<file path="config.mk">
export PLATFORM = sky130hd
export DESIGN_NAME = panel_top
export DESIGN_NICKNAME = d
export VERILOG_FILES = /design/src/design/panel_pkg.sv /design/src/design/count_if.sv /design/src/design/debounce_button.sv /design/src/design/btn_decode.sv /design/src/design/count_exec.sv /design/src/design/seg_result.sv /design/src/design/panel_top.sv
export SDC_FILE = /design/constraint.sdc
export NUM_CORES = 1
export LEC_CHECK = 0
export ABC_AREA = 1
export CAP_MARGIN = 0
export CORE_ASPECT_RATIO = 1.2
export CORE_MARGIN = 2
export CORE_UTILIZATION = 49
export DETAILED_ROUTE_END_ITERATION = 16
export DONT_BUFFER_PORTS = 1
export PLACE_DENSITY = 0.65
export SLEW_MARGIN = 5
export SYNTH_ARGS = -nofsm -noshare
export SYNTH_HDL_FRONTEND = slang
export SYNTH_SLANG_ARGS = --single-unit
</file>
<file path="constraint.sdc">
create_clock -name in_clk -period 1.7 [get_ports in_clk]
set_clock_uncertainty 0.05 [all_clocks]
set_input_delay 0.085 -clock in_clk [delete_from_list [all_inputs] [get_ports in_clk]]
set_output_delay 0.085 -clock in_clk [all_outputs]
set_load 0.01 [all_outputs]
</file>
<file path="src/design/panel_pkg.sv">
package panel_pkg;

	// cycles a level must hold before the debouncer takes it
	// kept small for simulation
	localparam int stable_ticks = 4;

	// count word width
	localparam int cnt_width = 8;

	// top of the bcd range, 99
	localparam logic [cnt_width - 1 : 0] bcd_max = 8'h99;

	// one command per cycle from decode to execute
	typedef enum logic [2:0] {
		cmd_none,
		cmd_up,
		cmd_down,
		cmd_clear,
		cmd_mode
	} t_cmd;

	// two bcd digits, tens then ones
	typedef struct packed {
		logic [3:0] hi;
		logic [3:0] lo;
	} t_bcd_digits;

	// one count word, read as a byte or as two digits
	typedef union packed {
		logic [cnt_width - 1 : 0] raw;
		t_bcd_digits bcd;
	} t_count_word;

	// hex digit to segments, active high, bit 6 = g ... bit 0 = a
	localparam logic [0:15][6:0] seg_table = '{
		7'h3f, 7'h06, 7'h5b, 7'h4f,
		7'h66, 7'h6d, 7'h7d, 7'h07,
		7'h7f, 7'h6f, 7'h77, 7'h7c,
		7'h39, 7'h5e, 7'h79, 7'h71
	};

endpackage

</file>
<file path="src/design/count_if.sv">
`timescale 1ns/1ps

interface count_if;
	import panel_pkg::*;

	// count word, both readings
	t_count_word count;
	// level, high in bcd mode
	logic bcd_mode;
	// one cycle, a step ran past the range end
	logic wrapped;
	// one cycle, count was cleared by command or mode change
	logic cleared;

	// execute side
	modport exec_mp(output count, output bcd_mode, output wrapped, output cleared);

	// result side
	modport res_mp(input count, input bcd_mode, input wrapped, input cleared);

endinterface

</file>
<file path="src/design/debounce_button.sv">
`timescale 1ns/1ps

module debounce_button (
	input logic in_clk,
	input logic in_rst,
	input logic raw,
	output logic pulse,
	output logic toggled
);
	import panel_pkg::*;

	// counter must reach stable_ticks
	localparam int stable_w = $clog2(stable_ticks + 1);

	// button states
	typedef enum logic [1:0] {
		st_not_pressed,
		st_pressed,
		st_released
	} t_btn_state;

	t_btn_state state, state_next;
	logic [stable_w - 1 : 0] stable_cnt, stable_cnt_next;
	logic pulse_next;
	logic toggled_next;

	always_ff @(posedge in_clk, posedge in_rst) begin
		if (in_rst) begin
			state <= st_not_pressed;
			stable_cnt <= '0;
			pulse <= 1'b0;
			toggled <= 1'b0;
		end else begin
			state <= state_next;
			stable_cnt <= stable_cnt_next;
			pulse <= pulse_next;
			toggled <= toggled_next;
		end
	end

	always_comb begin
		// hold by default, pulse only for one cycle
		state_next = state;
		stable_cnt_next = stable_cnt;
		pulse_next = 1'b0;
		toggled_next = toggled;

		case (state)
			st_not_pressed: begin
				// wait for a steady high
				if (!raw) begin
					stable_cnt_next = '0;
				end else if (stable_cnt == stable_w'(stable_ticks)) begin
					stable_cnt_next = '0;
					state_next = st_pressed;
				end else begin
					stable_cnt_next = stable_cnt + 1'b1;
				end
			end
			st_pressed: begin
				// wait for a steady low
				if (raw) begin
					stable_cnt_next = '0;
				end else if (stable_cnt == stable_w'(stable_ticks)) begin
					stable_cnt_next = '0;
					state_next = st_released;
				end else begin
					stable_cnt_next = stable_cnt + 1'b1;
				end
			end
			st_released: begin
				// full press seen, fire and flip
				stable_cnt_next = '0;
				state_next = st_not_pressed;
				pulse_next = 1'b1;
				toggled_next = ~toggled;
			end
			default: begin
				state_next = st_not_pressed;
				stable_cnt_next = '0;
			end
		endcase
	end

endmodule

</file>
<file path="src/design/btn_decode.sv">
`timescale 1ns/1ps

module btn_decode (
	input logic in_clk,
	input logic in_rst,
	input logic up_pulse,
	input logic down_pulse,
	input logic clear_pulse,
	output panel_pkg::t_cmd cmd
);
	import panel_pkg::*;

	t_cmd cmd_next;

	// fixed priority
	// clear first, then up, then down
	always_comb begin
		if (clear_pulse) begin
			cmd_next = cmd_clear;
		end else if (up_pulse) begin
			cmd_next = cmd_up;
		end else if (down_pulse) begin
			cmd_next = cmd_down;
		end else begin
			cmd_next = cmd_none;
		end
	end

	// one-cycle strobe, cmd_none when idle
	always_ff @(posedge in_clk, posedge in_rst) begin
		if (in_rst) begin
			cmd <= cmd_none;
		end else begin
			cmd <= cmd_next;
		end
	end

	// mode button not handled here
	// execute follows its toggle level

endmodule

</file>
<file path="src/design/count_exec.sv">
`timescale 1ns/1ps

module count_exec (
	input logic in_clk,
	input logic in_rst,
	input panel_pkg::t_cmd cmd,
	input logic mode_level,
	count_if.exec_mp cnt
);
	import panel_pkg::*;

	t_count_word count_q, count_next;
	logic bcd_q;
	logic wrapped_q, wrapped_next;
	logic cleared_q, cleared_next;
	logic mode_change;

	// toggle level moved away from the held mode
	assign mode_change = (mode_level != bcd_q);

	always_comb begin
		count_next = count_q;
		wrapped_next = 1'b0;
		cleared_next = 1'b0;

		if (mode_change || cmd == cmd_clear) begin
			// mode change or clear, back to zero
			count_next.raw = '0;
			cleared_next = 1'b1;
		end else if (cmd == cmd_up) begin
			if (!bcd_q) begin
				// plain byte, modulo 256
				count_next.raw = count_q.raw + 1'b1;
				wrapped_next = (count_q.raw == '1);
			end else if (count_q.raw == bcd_max) begin
				// 99 rolls to 00
				count_next.raw = '0;
				wrapped_next = 1'b1;
			end else if (count_q.bcd.lo == 4'd9) begin
				// carry into tens
				count_next.bcd.lo = 4'd0;
				count_next.bcd.hi = count_q.bcd.hi + 1'b1;
			end else begin
				count_next.bcd.lo = count_q.bcd.lo + 1'b1;
			end
		end else if (cmd == cmd_down) begin
			if (!bcd_q) begin
				count_next.raw = count_q.raw - 1'b1;
				wrapped_next = (count_q.raw == '0);
			end else if (count_q.raw == '0) begin
				// 00 rolls to 99
				count_next.raw = bcd_max;
				wrapped_next = 1'b1;
			end else if (count_q.bcd.lo == 4'd0) begin
				// borrow from tens
				count_next.bcd.lo = 4'd9;
				count_next.bcd.hi = count_q.bcd.hi - 1'b1;
			end else begin
				count_next.bcd.lo = count_q.bcd.lo - 1'b1;
			end
		end
	end

	always_ff @(posedge in_clk, posedge in_rst) begin
		if (in_rst) begin
			count_q <= '0;
			bcd_q <= 1'b0;
			wrapped_q <= 1'b0;
			cleared_q <= 1'b0;
		end else begin
			count_q <= count_next;
			// follow the mode toggle
			bcd_q <= mode_level;
			wrapped_q <= wrapped_next;
			cleared_q <= cleared_next;
		end
	end

	// out to result stage
	assign cnt.count = count_q;
	assign cnt.bcd_mode = bcd_q;
	assign cnt.wrapped = wrapped_q;
	assign cnt.cleared = cleared_q;

endmodule

</file>
<file path="src/design/seg_result.sv">
`timescale 1ns/1ps

module seg_result (
	input logic in_clk,
	input logic in_rst,
	count_if.res_mp cnt,
	output logic [6:0] seg_hi,
	output logic [6:0] seg_lo,
	output logic dp,
	output logic wrap_led,
	output logic [7:0] leds
);
	import panel_pkg::*;

	always_ff @(posedge in_clk, posedge in_rst) begin
		if (in_rst) begin
			// reset state shows 00
			seg_hi <= seg_table[0];
			seg_lo <= seg_table[0];
			dp <= 1'b0;
			wrap_led <= 1'b0;
			leds <= '0;
		end else begin
			// nibble view, hex digits in binary mode
			seg_hi <= seg_table[cnt.count.bcd.hi];
			seg_lo <= seg_table[cnt.count.bcd.lo];
			// decimal point marks bcd mode
			dp <= cnt.bcd_mode;
			// raw byte on the leds
			leds <= cnt.count.raw;

			// sticky wrap, dropped on any clear
			if (cnt.cleared) begin
				wrap_led <= 1'b0;
			end else if (cnt.wrapped) begin
				wrap_led <= 1'b1;
			end
		end
	end

endmodule

</file>
<file path="src/design/panel_top.sv">
`timescale 1ns/1ps

module panel_top (
	input logic in_clk,
	input logic in_rst,
	input logic btn_up,
	input logic btn_down,
	input logic btn_clear,
	input logic btn_mode,
	output logic [6:0] seg_hi,
	output logic [6:0] seg_lo,
	output logic dp,
	output logic wrap_led,
	output logic [panel_pkg::cnt_width - 1 : 0] leds
);
	import panel_pkg::*;

	// debounced pulses into decode
	logic up_pulse;
	logic down_pulse;
	logic clear_pulse;
	// mode toggle straight into execute
	logic mode_level;
	t_cmd cmd;

	count_if cnt_bus();

	// one debouncer per button
	debounce_button u_deb_up (
		.in_clk(in_clk),
		.in_rst(in_rst),
		.raw(btn_up),
		.pulse(up_pulse),
		.toggled()
	);

	debounce_button u_deb_down (
		.in_clk(in_clk),
		.in_rst(in_rst),
		.raw(btn_down),
		.pulse(down_pulse),
		.toggled()
	);

	debounce_button u_deb_clear (
		.in_clk(in_clk),
		.in_rst(in_rst),
		.raw(btn_clear),
		.pulse(clear_pulse),
		.toggled()
	);

	// only the toggle matters for mode
	debounce_button u_deb_mode (
		.in_clk(in_clk),
		.in_rst(in_rst),
		.raw(btn_mode),
		.pulse(),
		.toggled(mode_level)
	);

	btn_decode u_decode (
		.in_clk(in_clk),
		.in_rst(in_rst),
		.up_pulse(up_pulse),
		.down_pulse(down_pulse),
		.clear_pulse(clear_pulse),
		.cmd(cmd)
	);

	count_exec u_exec (
		.in_clk(in_clk),
		.in_rst(in_rst),
		.cmd(cmd),
		.mode_level(mode_level),
		.cnt(cnt_bus.exec_mp)
	);

	seg_result u_result (
		.in_clk(in_clk),
		.in_rst(in_rst),
		.cnt(cnt_bus.res_mp),
		.seg_hi(seg_hi),
		.seg_lo(seg_lo),
		.dp(dp),
		.wrap_led(wrap_led),
		.leds(leds)
	);

endmodule

</file>
## Word level (Yosys, flattened, before mapping)

Memories as Yosys holds them, arrays and structs flattened. A register that Yosys moved wholly into a read port is not among the register bits.
Index checks and enable logic that the tools add are counted.
Widths: inputs -> output; s select.

| operators by class | value |
|---|---|
| equal/unequal tests | 37 |
| reductions and logical operators | 14 |
| bitwise logic cells | 3 |
| add/subtract/negate cells | 10 |
| multiplexer cells | 63 |

Operators by type and width:

| cell | number |
|---|---|
| $mux 8 | 7 |
| $mux 3 | 14 |
| $mux 2 | 17 |
| $pmux 3 s2 | 4 |
| $eq 8x8->1 const B | 2 |
| $mux 4 | 4 |
| $ne 2x1->1 const B | 8 |
| $ne 2x2->1 const B | 8 |
| $pmux 2 s2 | 4 |
| $reduce_and 4->1 | 4 |
| $mux 1 | 13 |
| $add 3x1->3 const B | 4 |
| $eq 3x3->1 const B | 4 |
| $ne 5x5->1 const B | 2 |
| $not 4->5 | 2 |
| $add 4x1->4 const B | 2 |
| $add 8x1->8 const B | 1 |
| $eq 2x1->1 const B | 4 |
| $eq 2x2->1 const B | 4 |
| $logic_not 2->1 | 4 |
| $logic_not 8->1 | 1 |
| $sub 4x1->4 const B | 2 |
| $sub 8x1->8 const B | 1 |
| $eq 3x2->1 const B | 2 |
| 9 further kinds | 9 |

| word-level totals | value |
|---|---|
| memories | 2 |
| ROM bits | 224 |
| input port bits | 6 |
| word-level logic and storage cells | 150 |
| output and inout bits | 24 |
| register bits | 48 |

Memories:

| memory | words | bits a word | rd ports | clocked after memory_dff | wr ports | line | source |
|---|---|---|---|---|---|---|---|
| (name not given) | 16 | 7 | 1 | 1 | 0 | seg_result.sv:25 | `seg_hi <= seg_table[cnt.count.bcd.hi];` |
| (name not given) | 16 | 7 | 1 | 1 | 0 | seg_result.sv:26 | `seg_lo <= seg_table[cnt.count.bcd.lo];` |

## Longest topological paths before layout

| depth | value |
|---|---|
| word-level depth | 7 |
| gate-level depth with buffers | 11 |
| gate-level depth less buffers | 11 |

## By module

Synthesis repeated with hierarchy kept, for this count alone.

| unflattened totals | value |
|---|---|
| cell total of the unflattened synthesis | 465 |
| area total of the unflattened synthesis | 3751.1 um2 |

Modules (own cells, without submodules):

| module | cells an instance | instances | area each (um2) |
|---|---|---|---|
| count_exec | 188 | 1 | 1221.2 |
| seg_result | 131 | 1 | 1176.1 |
| debounce_button (u_deb_clear ...) | 34 | 3 | 317.8 |
| debounce_button (u_deb_up) | 34 | 1 | 316.6 |
| btn_decode | 10 | 1 | 83.8 |

## Worst setup path after synthesis

OpenSTA, ideal clock, no wires.

| timing | value |
|---|---|
| path kind | reg2reg |
| from | register u_exec.count_q (netlist bit u_exec.cnt.count[4]) |
| to | register u_exec.count_q (netlist bit u_exec.cnt.count[6]) |
| arrival | 1471 ps |
| buffers on the path | 0 |
| setup slack | 53 ps |
| library setup time | 126 ps |
| stages on the path, launching flop included | 10 |
| clock period less this slack | 1647 ps |
| path through | dfrtp_1 inv_2 ha_1 ha_1 nor2_1 nor2_1 nand2_1 nand2_1 nand2_1 o21ai_1 |

| on the way | value |
|---|---|
| longest elaborated chain between the ends | 7 |
| elaborated cells between the ends (all ways) | 18 |
| those cells by class | 4 x add/sub; 3 x eq/ne; 9 x mux; 2 x reduce/logical |

Ends and longest elaborated chain:

| item | line | source |
|---|---|---|
| start: declaration | count_exec.sv:12 | `t_count_word count_q, count_next;` |
| start signal: assignment | count_exec.sv:71 | `count_q <= count_next;` |
| $sub 4x1->4 | count_exec.sv:57 | `count_next.bcd.hi = count_q.bcd.hi - 1'b1;` |
| $mux 4 | count_exec.sv:54 | `end else if (count_q.bcd.lo == 4'd0) begin` |
| $mux 8 | count_exec.sv:50 | `end else if (count_q.raw == '0) begin` |
| $mux 8 | count_exec.sv:47 | `if (!bcd_q) begin` |
| $mux 8 | count_exec.sv:46 | `end else if (cmd == cmd_down) begin` |
| $mux 8 | count_exec.sv:30 | `end else if (cmd == cmd_up) begin` |
| $mux 8 | count_exec.sv:26 | `if (mode_change \|\| cmd == cmd_clear) begin` |

Several ways; a longest one is shown, not always the timed one. The select of a mux whose other input is x is not followed.
A chain may end at the register's enable or synchronous reset.

## Worst setup path after layout

| timing | value |
|---|---|
| from | register u_decode.cmd[0] |
| to | register u_exec.count_q (netlist bit u_exec.cnt.count[4]) |

| on the way | value |
|---|---|
| longest elaborated chain between the ends | 4 |
| elaborated cells between the ends (all ways) | 10 |
| those cells by class | 5 x eq/ne; 2 x mux; 3 x reduce/logical |

Ends and longest elaborated chain:

| item | line | source |
|---|---|---|
| start: declaration | btn_decode.sv:9 | `output panel_pkg::t_cmd cmd` |
| start signal: assignment | btn_decode.sv:32 | `cmd <= cmd_none;` |
| start signal: assignment | btn_decode.sv:34 | `cmd <= cmd_next;` |
| $eq 3x2->1 | count_exec.sv:26 |  |
| $logic_or 1x1->1 | count_exec.sv:26 |  |
| $ne 5x5->1 (no source line) / $reduce_bool 3->1 (equally long branches) | - |  |
| $reduce_and 3->1 (no source line) | - |  |

Several ways; a longest one is shown, not always the timed one.

==> results.py <==
metrics = {
    "grt": {
        "grt_start_max_net_pins": 33,
        "overflow": 0,
        "antenna_found_initial": 0,
        "track_usage_pct": 20.6,
        "grt_pass1_wl_mm": 11.6,
        "grt_pass1_vias": 2610,
    },
    "route": {
        "drtPass1Iterations": 4,
        "drtAntennaViolNets": 0,
        "wl_per_cell_um": 13.4,
        "viasPerCell": 5.09,
        "wl_mm": 6.93,
        "drtIter0Drc": 136,
        "vias": 2629,
        "drc": 0,
    },
    "floorplan": {
        "initial_core_util_pct": 51.1,
        "core_area_um2": 6490,
        "placementRows": 32,
        "die_area_um2": 7440,
        "die_w_um": 79.1,
        "die_height_um": 94.1,
        "pin_count": 30,
    },
    "placement": {
        "dpl.hpwl_mm": 5.17,
        "gp_congestion": 0.940,
        "portBuffers": 0,
    },
    "clock_tree": {
        "clk_path_buf_depth": 2,
        "cts_tree": "built",
        "clk_latency_ns": 0.34,
        "clkTransAtPathRegs_ns": 0.07,
        "cts_buffers": 9,
        "clkSinkCount": 61,
        "cts_root_buf": "clkbuf_8",
        "htreeDepth": 3,
    },
    "power_and_ir_drop": {
        "cellLeakagePower_nw": 1.94,
        "vdd.ir_drop.worst_mv": 0.876,
        "pwr-share-comb_pct": 48.0,
        "seq_power_share_pct": 35.7,
        "switching_share_pct": 43.3,
        "p_sw_w": 0.00319,
        "power.density_nw_per_um2": 1890,
        "finalPower_w": 0.00738,
        "power.clock.fraction_pct": 16.3,
        "internal-power_w": 0.00419,
    },
    "flow_run": {
        "drv_cap": 0,
    },
    "synth": {
        "async_reset_ff_share_pct": 100,
        "seq_area_frac_synth_pct": 46.5,
        "synthesis.area_um2": 3320,
        "syn_avg_cell_area_um2": 8.55,
        "yosysTopAreaCell": "dfrtp_1",
        "synth_common_cells": "nand2_1, dfrtp_1, inv_1",
        "syn_nets": 421,
        "yosysTopAreaCellShare_pct": 37.0,
        "synth.distinct_cells": 38,
        "synth_seq_cells": 61,
        "synth_edf_count": 0,
        "syn-instance-count": 388,
        "yosysMostFrequentCell": "nand2_1",
        "synth_flop_cell": "dfrtp_1",
        "synth_area_leaders": "dfrtp_1, ha_1, dfstp_2",
        "yosysWarnings": 0,
    },
    "sta": {
        "hold_ws_ns": 0.181,
        "max_freq_ghz": 0.617,
        "period_share_pct": 95.4,
        "setup_viol": 0,
        "slew_headroom_pct": 68.1,
        "tightest_slew_ns": 0.478,
        "slew_violations": 0,
        "hold_viol": 0,
        "finalCriticalPeriod_ns": 1.62,
        "rsz0062_at_grt": "no",
    },
    "worst_setup_path": {
        "max_stage_delay_ns": 0.38,
        "cp.required_ns": 1.88,
        "crit_path_end_kind": "flop",
        "critPathKind": "flop to flop",
        "critical_path.cell_chain": "buf_4 > ha_1 > nor2_8 > nand3_2 > clkinv_1 > nor2_4 > buf_4 > nand2_1 > nand2_1",
        "slowest_stage": "dfrtp_1",
        "cp.arrival_ns": 1.80,
        "crit_fanout": 10,
        "startpoint_type": "flop",
    },
    "cells_and_area": {
        "final_layout_size_suffix_gt1_share_pct": 22.0,
        "area_growth_pct": 17.4,
        "layout.nets": 460,
        "insertedDiodeCount": 0,
    },
    "status": {
        "status": "completed",
    },
    "min_path": {
        "hp-class": "input pin to async pin",
    },
}
registers in the layout, summed over array words and instances (netlist names), 3 cells and up:
register                count
u_exec.cnt.count            8
u_result.leds               8
u_result.seg_hi             7
u_result.seg_lo             7
u_deb_clear.stable_cnt      3
u_deb_down.stable_cnt       3
u_deb_mode.stable_cnt       3
u_deb_up.stable_cnt         3
power groups by stage:
stage | logic, W | clock network [W] | registers [W]
6_report | 0.00354 | 0.00120 | 0.00263
3_5_place_dp | 0.00334 | 0 | 0.00267
2_1_floorplan | 0.00241 | 0 | 0.00259
4_1_cts | 0.00339 | 0.00124 | 0.00264
5_1_grt | 0.00399 | 0.00129 | 0.00272
3_3_place_gp | 0.00329 | 0 | 0.00265
final timing paths:
check / from / end / slack [ns] / cells past startpoint
max: u_decode.cmd[0] / u_exec.cnt.count[4] / 0.08 / 9
min: in_rst / u_deb_clear.stable_cnt[0] / 0.18 / 2
max reg2reg: u_decode.cmd[0] / u_exec.cnt.count[4] / 0.08 / 9
min reg2reg: u_exec.cnt.cleared / u_result.wrap_led / 0.34 / 1
max in group asynchronous: in_rst / u_deb_up.pulse / 0.77 / 4
min in group in_clk: u_exec.cnt.cleared / u_result.wrap_led / 0.34 / 1
logic make-up after synthesis:
family                   after synthesis  synth area share (%)
AO/OA/AOI/OAI                         50                  8.87
XOR/XNOR                               8                  2.11
adder cells (fa/ha/maj)               27                  10.2
buffers and inverters                 61                  7.58
flip-flops                            61                  46.5
AND/OR/NAND/NOR                      181                  24.8
final cells by class:
cell class / instances / area (um^2)
Fill cell: 592 / 2590
Clock buffer: 10 / 128
Timing Repair Buffer: 34 / 293
Inverter: 55 / 206
Tap cell: 85 / 106
Sequential cell: 61 / 1540
Clock inverter: 5 / 52.6
Multi-Input combinational cell: 266 / 1570
repair_timing:
item,CTS,global route
endpoints found under the setup margin,2,7
setup buffers,0,4
pin swaps,0,5
hold buffers,5,0
endpoints found under the hold margin,63,0
resized for setup,2,15
layer usage:
| metal | up-vias | track usage, % | share of wire, % |
|---|---|---|---|
| li1 | 1318 | - | - |
| met1 | 1233 | 23.0 | 41 |
| met2 | 63 | 35.2 | 51 |
| met3 | 15 | 4.90 | 4.7 |
| met4 | 0 | 12.6 | 2.9 |
| met5 | - | 0 | 0 |
worst max-delay path: cells and delay by family, from the launching register on:
kind / cells / cell delay [ns]
adder cells (fa/ha/maj): 1 / 0.29
buffers and inverters: 3 / 0.34
flip-flops: 1 / 0.38
AND/OR/NAND/NOR: 5 / 0.44
per-stage QoR:
| step | setup TNS (ns) | instances | util (%) | instance area [um^2] | worst slack (ns) |
|---|---|---|---|---|---|
| finish | 0 | 516 | 60.0 | 3890 | 0.0782 |
| global route | 0 | 516 | 60.0 | 3890 | 0.00245 |
| CTS | 0 | 512 | 59.0 | 3830 | 0.00704 |
| detailed placement | -0.00365 | 492 | 55.3 | 3590 | -0.00365 |
| global placement | 0 | 492 | 55.3 | 3590 | 0.0243 |
| floorplan | 0 | 388 | - | 3320 | 0.0530 |
cell usage in the layout (no fill, tap or decap), drive strengths merged:
master / count
nand2: 90
inv: 54
dfrtp: 49
nor2: 48
buf: 29
nand3: 29
ha: 27
o21ai: 25
dfstp: 12
nor3: 11
a21oi: 10
clkbuf: 10
xnor2: 5
dlygate4sd3: 5
clkinv: 4
xor2: 3
o211ai: 2
o2111ai: 2
o21bai: 2
a31oi: 2
nor4: 1
or2: 1
a21boi: 1
o32a: 1
a311oi: 1
o22ai: 1
o221ai: 1
a32o: 1
nand4: 1
a211oi: 1
clkinvlp: 1
bufinv: 1
(Power assumes the default switching activity.)
